===== src/mulPkg.sv =====
`default_nettype none

package mulPkg;

    // operand and product widths
    localparam int dataWidth = 32;
    localparam int prodWidth = 2 * dataWidth;

    // radix-4 booth over 33-bit operands
    localparam int ppCount = dataWidth / 2 + 1;

    // carries handed from one wallace column to the next
    localparam int carryCount = 14;

    // apb register map, byte offsets
    localparam int addrWidth = 5;
    localparam logic [addrWidth-1:0] regOpA = 5'd0;
    localparam logic [addrWidth-1:0] regOpB = 5'd4;
    localparam logic [addrWidth-1:0] regCtrl = 5'd8;
    localparam logic [addrWidth-1:0] regStatus = 5'd12;
    localparam logic [addrWidth-1:0] regResLo = 5'd16;
    localparam logic [addrWidth-1:0] regResHi = 5'd20;

    // control word bits, start self-clears
    localparam int ctrlStart = 0;
    localparam int ctrlSigned = 1;

    // status word bits
    localparam int statusBusy = 0;
    localparam int statusDone = 1;

    // cycles from start to done
    localparam int coreLatency = 2;

endpackage

`default_nettype wire


===== src/mulIf.sv =====
`timescale 1ns/10ps
`default_nettype none

interface mulIf;

    // operation towards the core
    logic [mulPkg::dataWidth-1:0] opA;
    logic [mulPkg::dataWidth-1:0] opB;
    logic                         isSigned;
    logic                         start;

    // result back from the core
    logic [mulPkg::prodWidth-1:0] product;
    logic                         done;

    modport regs (
        output opA, opB, isSigned, start,
        input  product, done
    );

    modport core (
        input  opA, opB, isSigned, start,
        output product, done
    );

endinterface

`default_nettype wire


===== src/boothEncoder.sv =====
`timescale 1ns/10ps
`default_nettype none

module boothEncoder (
    input  logic [mulPkg::dataWidth-1:0]                        opA,
    input  logic [mulPkg::dataWidth-1:0]                        opB,
    input  logic                                                isSigned,
    output logic [mulPkg::prodWidth-1:0][mulPkg::ppCount-1:0]   pp
);

    logic                           aSign;
    logic [mulPkg::dataWidth+1:0]   aOne;
    logic [mulPkg::dataWidth+1:0]   aTwo;
    logic [mulPkg::dataWidth:0]     bExt;
    logic [mulPkg::ppCount-2:0]     neg;
    logic [mulPkg::prodWidth-1:0]   row [mulPkg::ppCount];

    // multiplicand as 34-bit signed, once and twice
    assign aSign = isSigned & opA[mulPkg::dataWidth-1];
    assign aOne = {{2{aSign}}, opA};
    assign aTwo = {aSign, opA, 1'b0};

    // implicit zero below bit 0 of the multiplier
    assign bExt = {opB, 1'b0};

    always_comb begin
        logic [2:0]                   grp;
        logic [mulPkg::dataWidth+1:0] mag;
        logic [mulPkg::dataWidth+1:0] part;
        logic [mulPkg::dataWidth+3:0] field;
        for (int i = 0; i < mulPkg::ppCount - 1; i++) begin
            grp = bExt[2*i +: 3];
            neg[i] = grp[2] & ~(grp[1] & grp[0]);
            if (grp[1] ^ grp[0]) begin
                mag = aOne;
            end else if (grp[2] ^ grp[1]) begin
                mag = aTwo;
            end else begin
                mag = '0;
            end
            part = neg[i] ? ~mag : mag;
            // sign extension replaced by a constant folded into the rows
            if (i == 0) begin
                field = {~part[mulPkg::dataWidth+1], part[mulPkg::dataWidth+1], part};
            end else begin
                field = {2'b01, ~part[mulPkg::dataWidth+1], part[mulPkg::dataWidth:0]};
            end
            row[i] = {{(mulPkg::prodWidth - mulPkg::dataWidth - 4){1'b0}}, field} << (2*i);
        end
        // top group only ever adds opA, and only for unsigned with opB msb set
        row[mulPkg::ppCount-1] = {
            opA & {mulPkg::dataWidth{opB[mulPkg::dataWidth-1] & ~isSigned}},
            {mulPkg::dataWidth{1'b0}}
        };
        // +1 of each negated row sits in the empty low bits of the next row
        for (int i = 1; i < mulPkg::ppCount; i++) begin
            row[i][2*i-2] = neg[i-1];
        end
    end

    // transpose rows into weight columns
    always_comb begin
        for (int j = 0; j < mulPkg::prodWidth; j++) begin
            for (int i = 0; i < mulPkg::ppCount; i++) begin
                pp[j][i] = row[i][j];
            end
        end
    end

endmodule

`default_nettype wire


===== src/wallaceSlice.sv =====
`timescale 1ns/10ps
`default_nettype none

module wallaceSlice (
    input  logic                          mulClk,
    input  logic                          resetn,
    input  logic [mulPkg::ppCount-1:0]    in,
    input  logic [mulPkg::carryCount-1:0] carryIn,
    output logic [mulPkg::carryCount-1:0] carryOut,
    output logic                          sum,
    output logic                          carry
);

    logic [4:0]  s1;
    logic [4:0]  c1;
    logic [11:0] in2;
    logic [3:0]  s2;
    logic [3:0]  c2;
    logic [3:0]  s2Reg;
    logic [3:0]  carryReg;
    logic [5:0]  in3;
    logic [1:0]  s3;
    logic [1:0]  c3;
    logic [5:0]  in4;
    logic [1:0]  s4;
    logic [1:0]  c4;
    logic        s5;
    logic        c5;

    // returns {carry, sum}
    function automatic logic [1:0] fullAdd(input logic a, input logic b, input logic c);
        return {(a & b) | (a & c) | (b & c), a ^ b ^ c};
    endfunction

    // layer one on the upper fifteen inputs
    for (genvar i = 0; i < 5; i++) begin : gLayer1
        assign {c1[i], s1[i]} = fullAdd(in[3*i+4], in[3*i+3], in[3*i+2]);
    end

    // layer two takes the carries of layer one from the column below
    assign in2 = {s1, in[1:0], carryIn[4:0]};
    for (genvar i = 0; i < 4; i++) begin : gLayer2
        assign {c2[i], s2[i]} = fullAdd(in2[3*i+2], in2[3*i+1], in2[3*i]);
    end

    // pipeline cut
    always_ff @(posedge mulClk) begin
        if (!resetn) begin
            s2Reg <= '0;
            carryReg <= '0;
        end else begin
            s2Reg <= s2;
            carryReg <= carryIn[8:5];
        end
    end

    assign in3 = {s2Reg, carryReg[1:0]};
    for (genvar i = 0; i < 2; i++) begin : gLayer3
        assign {c3[i], s3[i]} = fullAdd(in3[3*i+2], in3[3*i+1], in3[3*i]);
    end

    // layer-three carries from below are already past the cut
    assign in4 = {s3, carryIn[10:9], carryReg[3:2]};
    for (genvar i = 0; i < 2; i++) begin : gLayer4
        assign {c4[i], s4[i]} = fullAdd(in4[3*i+2], in4[3*i+1], in4[3*i]);
    end

    assign {c5, s5} = fullAdd(s4[1], s4[0], carryIn[11]);
    assign {carry, sum} = fullAdd(s5, carryIn[13], carryIn[12]);

    assign carryOut = {c5, c4, c3, c2, c1};

endmodule

`default_nettype wire


===== src/wallaceArray.sv =====
`timescale 1ns/10ps
`default_nettype none

module wallaceArray (
    input  logic                                                mulClk,
    input  logic                                                resetn,
    input  logic [mulPkg::prodWidth-1:0][mulPkg::ppCount-1:0]   pp,
    output logic [mulPkg::prodWidth-1:0]                        product
);

    // entry k feeds column k; the top entry falls off the product
    logic [mulPkg::prodWidth:0][mulPkg::carryCount-1:0] carryChain;
    logic [mulPkg::prodWidth-1:0]                       sumVec;
    logic [mulPkg::prodWidth-1:0]                       carryVec;
    logic [mulPkg::prodWidth-1:0]                       total;

    assign carryChain[0] = '0;

    for (genvar k = 0; k < mulPkg::prodWidth; k++) begin : gCol
        wallaceSlice i_slice (
            .mulClk   (mulClk),
            .resetn   (resetn),
            .in       (pp[k]),
            .carryIn  (carryChain[k]),
            .carryOut (carryChain[k+1]),
            .sum      (sumVec[k]),
            .carry    (carryVec[k])
        );
    end

    // carry of column k weighs one place more
    assign total = sumVec + {carryVec[mulPkg::prodWidth-2:0], 1'b0};

    // second pipeline stage
    always_ff @(posedge mulClk) begin
        product <= total;
    end

endmodule

`default_nettype wire


===== src/mulCore.sv =====
`timescale 1ns/10ps
`default_nettype none

module mulCore (
    input  logic    mulClk,
    input  logic    resetn,
    mulIf.core      bus
);

    logic [mulPkg::prodWidth-1:0][mulPkg::ppCount-1:0] pp;
    logic [mulPkg::coreLatency-1:0]                    validPipe;

    // operand extension follows the mode bit inside the encoder
    boothEncoder i_booth (
        .opA      (bus.opA),
        .opB      (bus.opB),
        .isSigned (bus.isSigned),
        .pp       (pp)
    );

    wallaceArray i_array (
        .mulClk  (mulClk),
        .resetn  (resetn),
        .pp      (pp),
        .product (bus.product)
    );

    // one valid bit per register stage of the array
    always_ff @(posedge mulClk) begin
        if (!resetn) begin
            validPipe <= '0;
        end else begin
            validPipe <= {validPipe[mulPkg::coreLatency-2:0], bus.start};
        end
    end

    assign bus.done = validPipe[mulPkg::coreLatency-1];

endmodule

`default_nettype wire


===== src/mulApb.sv =====
`timescale 1ns/10ps
`default_nettype none

module mulApb (
    input  logic                         mulClk,
    input  logic                         resetn,
    input  logic                         psel,
    input  logic                         penable,
    input  logic                         pwrite,
    input  logic [mulPkg::addrWidth-1:0] paddr,
    input  logic [mulPkg::dataWidth-1:0] pwdata,
    output logic [mulPkg::dataWidth-1:0] prdata,
    output logic                         pready,
    output logic                         pslverr,
    mulIf.regs                           bus
);

    logic [mulPkg::dataWidth-1:0] opA;
    logic [mulPkg::dataWidth-1:0] opB;
    logic                         signedMode;
    logic                         startPulse;
    logic                         busy;
    logic                         doneFlag;
    logic [mulPkg::prodWidth-1:0] result;
    logic                         startReq;
    logic                         wrEn;

    assign startReq = psel & penable & pwrite & (paddr == mulPkg::regCtrl)
                    & pwdata[mulPkg::ctrlStart];

    // a start while busy is held off until the running op reports done
    assign pready = ~(startReq & busy & ~bus.done);
    assign pslverr = 1'b0;
    assign wrEn = psel & penable & pwrite & pready;

    always_ff @(posedge mulClk) begin
        if (wrEn && paddr == mulPkg::regOpA) begin
            opA <= pwdata;
        end
        if (wrEn && paddr == mulPkg::regOpB) begin
            opB <= pwdata;
        end
    end

    always_ff @(posedge mulClk) begin
        if (!resetn) begin
            signedMode <= 1'b0;
            startPulse <= 1'b0;
            busy <= 1'b0;
            doneFlag <= 1'b0;
        end else begin
            startPulse <= 1'b0;
            if (wrEn && paddr == mulPkg::regCtrl) begin
                signedMode <= pwdata[mulPkg::ctrlSigned];
            end
            // new start wins over a done in the same cycle
            if (wrEn && startReq) begin
                startPulse <= 1'b1;
                busy <= 1'b1;
                doneFlag <= 1'b0;
            end else if (bus.done) begin
                busy <= 1'b0;
                doneFlag <= 1'b1;
            end
        end
    end

    always_ff @(posedge mulClk) begin
        if (!resetn) begin
            result <= '0;
        end else if (bus.done) begin
            result <= bus.product;
        end
    end

    assign bus.opA = opA;
    assign bus.opB = opB;
    assign bus.isSigned = signedMode;
    assign bus.start = startPulse;

    // read mux, no wait state
    always_comb begin
        prdata = '0;
        case (paddr)
            mulPkg::regOpA:   prdata = opA;
            mulPkg::regOpB:   prdata = opB;
            mulPkg::regCtrl:  prdata[mulPkg::ctrlSigned] = signedMode;
            mulPkg::regStatus: begin
                prdata[mulPkg::statusBusy] = busy;
                prdata[mulPkg::statusDone] = doneFlag;
            end
            mulPkg::regResLo: prdata = result[mulPkg::dataWidth-1:0];
            mulPkg::regResHi: prdata = result[mulPkg::prodWidth-1:mulPkg::dataWidth];
            default:          prdata = '0;
        endcase
    end

endmodule

`default_nettype wire


===== src/mulTop.sv =====
`timescale 1ns/10ps
`default_nettype none

module mulTop (
    input  logic                         mulClk,
    input  logic                         resetn,
    input  logic                         psel,
    input  logic                         penable,
    input  logic                         pwrite,
    input  logic [mulPkg::addrWidth-1:0] paddr,
    input  logic [mulPkg::dataWidth-1:0] pwdata,
    output logic [mulPkg::dataWidth-1:0] prdata,
    output logic                         pready,
    output logic                         pslverr
);

    // operation and result between register block and core
    mulIf bus ();

    mulApb i_apb (
        .mulClk  (mulClk),
        .resetn  (resetn),
        .psel    (psel),
        .penable (penable),
        .pwrite  (pwrite),
        .paddr   (paddr),
        .pwdata  (pwdata),
        .prdata  (prdata),
        .pready  (pready),
        .pslverr (pslverr),
        .bus     (bus)
    );

    mulCore i_core (
        .mulClk (mulClk),
        .resetn (resetn),
        .bus    (bus)
    );

endmodule

`default_nettype wire


===== config.mk =====
export PLATFORM = sky130hd
export DESIGN_NAME = mulTop
export DESIGN_NICKNAME = d
export VERILOG_FILES = /design/src/mulPkg.sv /design/src/mulIf.sv /design/src/boothEncoder.sv /design/src/wallaceSlice.sv /design/src/wallaceArray.sv /design/src/mulCore.sv /design/src/mulApb.sv /design/src/mulTop.sv
export SDC_FILE = /design/constraint.sdc
export NUM_CORES = 2
export LEC_CHECK = 0
export BUFFER_PORTS_ARGS = -buffer_cell sky130_fd_sc_hd__buf_2
export CORE_ASPECT_RATIO = 1.4
export CORE_UTILIZATION = 34
export CTS_BUF_LIST = sky130_fd_sc_hd__clkbuf_4 sky130_fd_sc_hd__clkbuf_8
export CTS_CLUSTER_SIZE = 40
export DETAILED_ROUTE_END_ITERATION = 10
export PLACE_DENSITY = 0.52
export SYNTH_ARGS = -nofsm -noshare
export SYNTH_HDL_FRONTEND = slang
export SYNTH_SLANG_ARGS = --single-unit

===== constraint.sdc =====
create_clock -name mulClk -period 5.1 [get_ports mulClk]
set_input_delay 0.51 -clock mulClk [delete_from_list [all_inputs] [get_ports mulClk]]
set_output_delay 0.51 -clock mulClk [all_outputs]
set_load 0.1 [all_outputs]

==> metrics.log <==
INFO  metric total_power = 16.4 mW
INFO  metric synth-compound-area-share = 11.6%
INFO  metric clock_sinks = 559
INFO  metric share_comb_of_total_power = between 40% and 50%
INFO  metric synth.yosys.seq_area_share = between 20% and 30%
INFO  metric yosys.area_share.xor_xnor = 10.7%
INFO  metric drc_errors = 0
INFO  metric detailroute.via_count = 34700
INFO  metric synth-edff-count = 64
INFO  metric hold_path_depth = 4
INFO  metric clk_transition_reported_paths = around 0.070 ns
INFO  metric initialDrtViolationCount = 2865
INFO  metric cts.path.max_buffers = 3
INFO  metric hpwlAfterDp = roughly 120000 um
INFO  metric slew_headroom = about a quarter
INFO  metric synthDominantAreaCellType = dfxtp_1
INFO  metric max_cap_violations = 0
INFO  metric synth_nets = roughly 5400
INFO  metric timing.final.crit_share = 97.7%
INFO  metric finalNetCount = between 5000 and 6000
INFO  metric netlist-cell-type-count = 78
INFO  metric hold_class = input port to register
INFO  metric hold_viol = 0
INFO  metric fmax = 201 MHz
INFO  metric timing_worst_setup_path_type = register to register
INFO  metric finalSetupViolations = 0
INFO  metric synth_mux_area_share = about 6%
INFO  metric worstPathRequired = around 5.8 ns
INFO  metric largest_family_of_logic_cells_by_synthesized_area = adder cells
INFO  metric number_of_global_route_vias_before_repair = 35900
INFO  metric clock_tree_root_buffer_cell = clkbuf_8
INFO  metric tritoncts = yes
INFO  metric pwr_density_cell = 317 mW/mm^2
INFO  metric worstPathCellList = fa_1 -> fa_1 -> fa_1 -> inv_1 -> fa_1 -> inv_1 -> ha_1 -> buf_6 -> nand2_2 -> nor2_1 -> a221oi_4 -> o32ai_4 -> o21ai_4 -> a211oi_4 -> o21a_1 -> or4b_1 -> o311ai_1
INFO  metric ys.flop_type = dfxtp_1
INFO  metric register_bit_total_from_synthesis = 559
INFO  metric syn_area = about 0.045 sq mm
INFO  metric die_w = between 300 and 400 um
INFO  metric dieHeight = ~430 um
INFO  metric dpl_cell_area = between 0.04 and 0.05 sq mm
INFO  metric die_area = ~0.13 sq mm
INFO  metric tritoncts.num_buffers = 91
INFO  metric sw_frac_of_total = ~36%
INFO  metric number_of_antenna_violations_at_the_first_check_in_global_routing = 5
INFO  metric largest_net_degree_at_the_start_of_global_routing = approximately 140
INFO  metric synth.cells.most_frequent = inv_1, dfxtp_1, fa_1, a22oi_1, clkbuf_1
INFO  metric critical_path.most_common_cell = fa_1
INFO  metric internal_power = 10.5 mW
INFO  metric ys.warnings.count = 0
INFO  metric critical_path.startpoint_type = register
INFO  metric power.share.sequential = 30.6%
INFO  metric crit_fanout = 6
INFO  metric per_cell_via_count_in_the_routed_design = 5.31
INFO  metric synth.avg_cell_area = 9.72 sq um
INFO  metric grt.overflow.total = 0
INFO  metric reg2regPathDepth = 17
INFO  metric gpl.final_weighted_congestion = 0.936
INFO  metric status = complete, no violations
INFO  metric boundaryPins = 76
INFO  metric peak_supply_drop = 217 uV
INFO  metric share_clk_of_total_power = 27.9%
INFO  metric timing.critical_path.slowest_stage_cell = fa_1
INFO  metric net-switching-power = approximately 5.9 mW
INFO  metric crit_arrival = 5.68 ns
INFO  metric fin_crit = 4.98 ns
INFO  metric synth_top_cell_area_share = between 20% and 30%
INFO  metric tightest_slew = 1.12 ns
INFO  metric synth-simple-area-share = 10.4%
INFO  metric post_route_antenna_net_violation_count = 0
INFO  metric wl_per_cell = 25.2 um
INFO  metric first_pass_grt_wire_length = between 200000 and 250000 um
INFO  metric finalWirelength = 165000 um
INFO  metric initial_utilization = about 34%
INFO  metric postSynth.asyncResetShare = 0%
INFO  metric insertion_delay = 0.81 ns
INFO  metric drive_above_1_share = between 10% and 20%
INFO  metric ys_top_cells_by_area = dfxtp_1, fa_1, ha_1
INFO  metric rows = 157
INFO  metric areaGrowthSynthToFinish = 14.3%
INFO  metric grt_setup_unrepaired = yes
INFO  metric synth_most_common_cell = inv_1
INFO  metric globalRouteTotalUtil = between 20% and 30%
INFO  metric crit_path_end_kind = register
INFO  metric power.static_leakage = 22.5 nW
INFO  metric dr.pass1.iters = 8
INFO  metric synthAdderAreaFrac = 27.4%
INFO  metric largest_incremental_delay_on_the_critical_path = 0.61 ns
INFO  metric finalMaxSlewViolations = 0
INFO  metric core = 0.131 sq mm
INFO  metric clock_tree.htree_level_count = 3
INFO  metric place.port_buffers = 74
INFO  metric post-route-cell-area = 0.0517 sq mm
INFO  metric timing.clock.skew = 0.0371 ns
INFO  metric synth_cells = 4652
power groups by stage:
stage	clock network (mW)	registers [mW]	logic (mW)
detailed placement	0	5.12	6.00
finish	4.58	5.02	6.79
global route	4.87	5.04	7.31
CTS	4.70	5.02	6.42
global placement	0	5.12	5.98
floorplan	0	5.00	3.16
final timing paths:
| path | startpoint | endpoint | slack, ns |
|---|---|---|---|
| setup / recovery | i_core.i_array.gCol[23].i_slice.s2Reg[3] | i_core.i_array.product[58] | 0.12 |
| hold reg to reg | i_core.validPipe[0] | i_core.validPipe[1] | 0.45 |
| setup reg to reg | i_core.i_array.gCol[23].i_slice.s2Reg[3] | i_core.i_array.product[58] | 0.12 |
| hold / removal | paddr[0] | i_apb.doneFlag | 0.22 |
metal layers:
layer,up-vias,part of all wire (%),track usage [%]
met5,-,0,0
met4,0,7.2,16.4
met3,481,5.8,3.28
met2,1425,49,42.3
met1,17500,38,28.5
li1,15300,-,-
what timing repair did:
item | in CTS | in global routing
hold endpoints to repair | 68 | 0
setup buffers | 11 | 6
setup endpoints to repair | 19 | 26
resized for setup | 44 | 71
pin swaps | 37 | 54
hold buffers | 32 | 0
area by class of cell:
| type | instances | area [sq um] |
|---|---|---|
| diodes | 2 | 5.00 |
| clock buffers | 140 | 1760 |
| flip-flops and latches | 559 | 11800 |
| multi-input cells | 3177 | 30700 |
| well taps | 1749 | 2190 |
| repair buffers | 384 | 2940 |
| inverters | 503 | 1890 |
| fillers | 13000 | 79800 |
| clock inverters | 24 | 327 |
cell families after synthesis:
family	Yosys count
AND/OR/NAND/NOR	930
buffers and inverters	916
AO/OA/AOI/OAI	751
adder cells (fa/ha/maj)	711
flip-flops	559
XOR/XNOR	552
multiplexers	232
other	1
registers in the layout, indices dropped and copies added, names as in the netlist:
register / flops
i_apb.doneFlag: 1
i_apb.busy: 1
i_apb.bus.start: 1
i_apb.bus.isSigned: 1
i_core.validPipe: 2
i_apb.result: 64
i_core.i_array.product: 64
i_apb.bus.opB: 32
i_core.i_array.gCol.i_slice.carryReg: 152
i_core.i_array.gCol.i_slice.s2Reg: 209
i_apb.bus.opA: 32
cell usage in the layout (no fill, tap or decap), types with 11 or more instances in the layout:
cell,count
a211oi_1,15
a21o_1,38
a21oi_1,106
a22oi_1,381
a31oi_1,14
and2_1,313
buf_12,11
buf_2,73
buf_4,262
clkbuf_4,26
clkbuf_8,114
dfxtp_1,488
dlygate4sd3_1,32
edfxtp_1,64
fa_1,466
ha_1,216
ha_4,22
inv_1,490
mux2i_1,196
mux4_2,31
nand2_1,140
nand2b_1,13
nand3_1,29
nand4_1,17
nor2_1,279
nor2b_1,50
nor3_1,12
o21ai_0,74
xnor2_1,255
xor2_1,296
stage by stage:
| step | setup TNS, ns | hold WS [ns] | instances | setup slack [ns] | util (%) |
|---|---|---|---|---|---|
| floorplan | 0 | 0.412 | 4652 | 0.271 | - |
| finish | 0 | 0.215 | 6538 | 0.119 | 39.3 |
| detailed placement | -2.22 | 0.434 | 6328 | -0.276 | 36.9 |
| global placement | -1.96 | 0.430 | 6328 | -0.229 | 36.9 |
| global route | -0.128 | 0.202 | 6537 | -0.0454 | 39.3 |
| CTS | 0 | 0.155 | 6533 | 0.00126 | 39.1 |
worst max-delay path: cells and delay by family, from the launching register on:
family,cells,cell delay (ns)
AOI/OAI and AO/OA,6,1.22
adders and majority gates,5,2.46
buffers and inverters,3,0.25
DFF,1,0.32
and+or+nand+nor,3,0.64
Power figures use the tool's default switching activity.
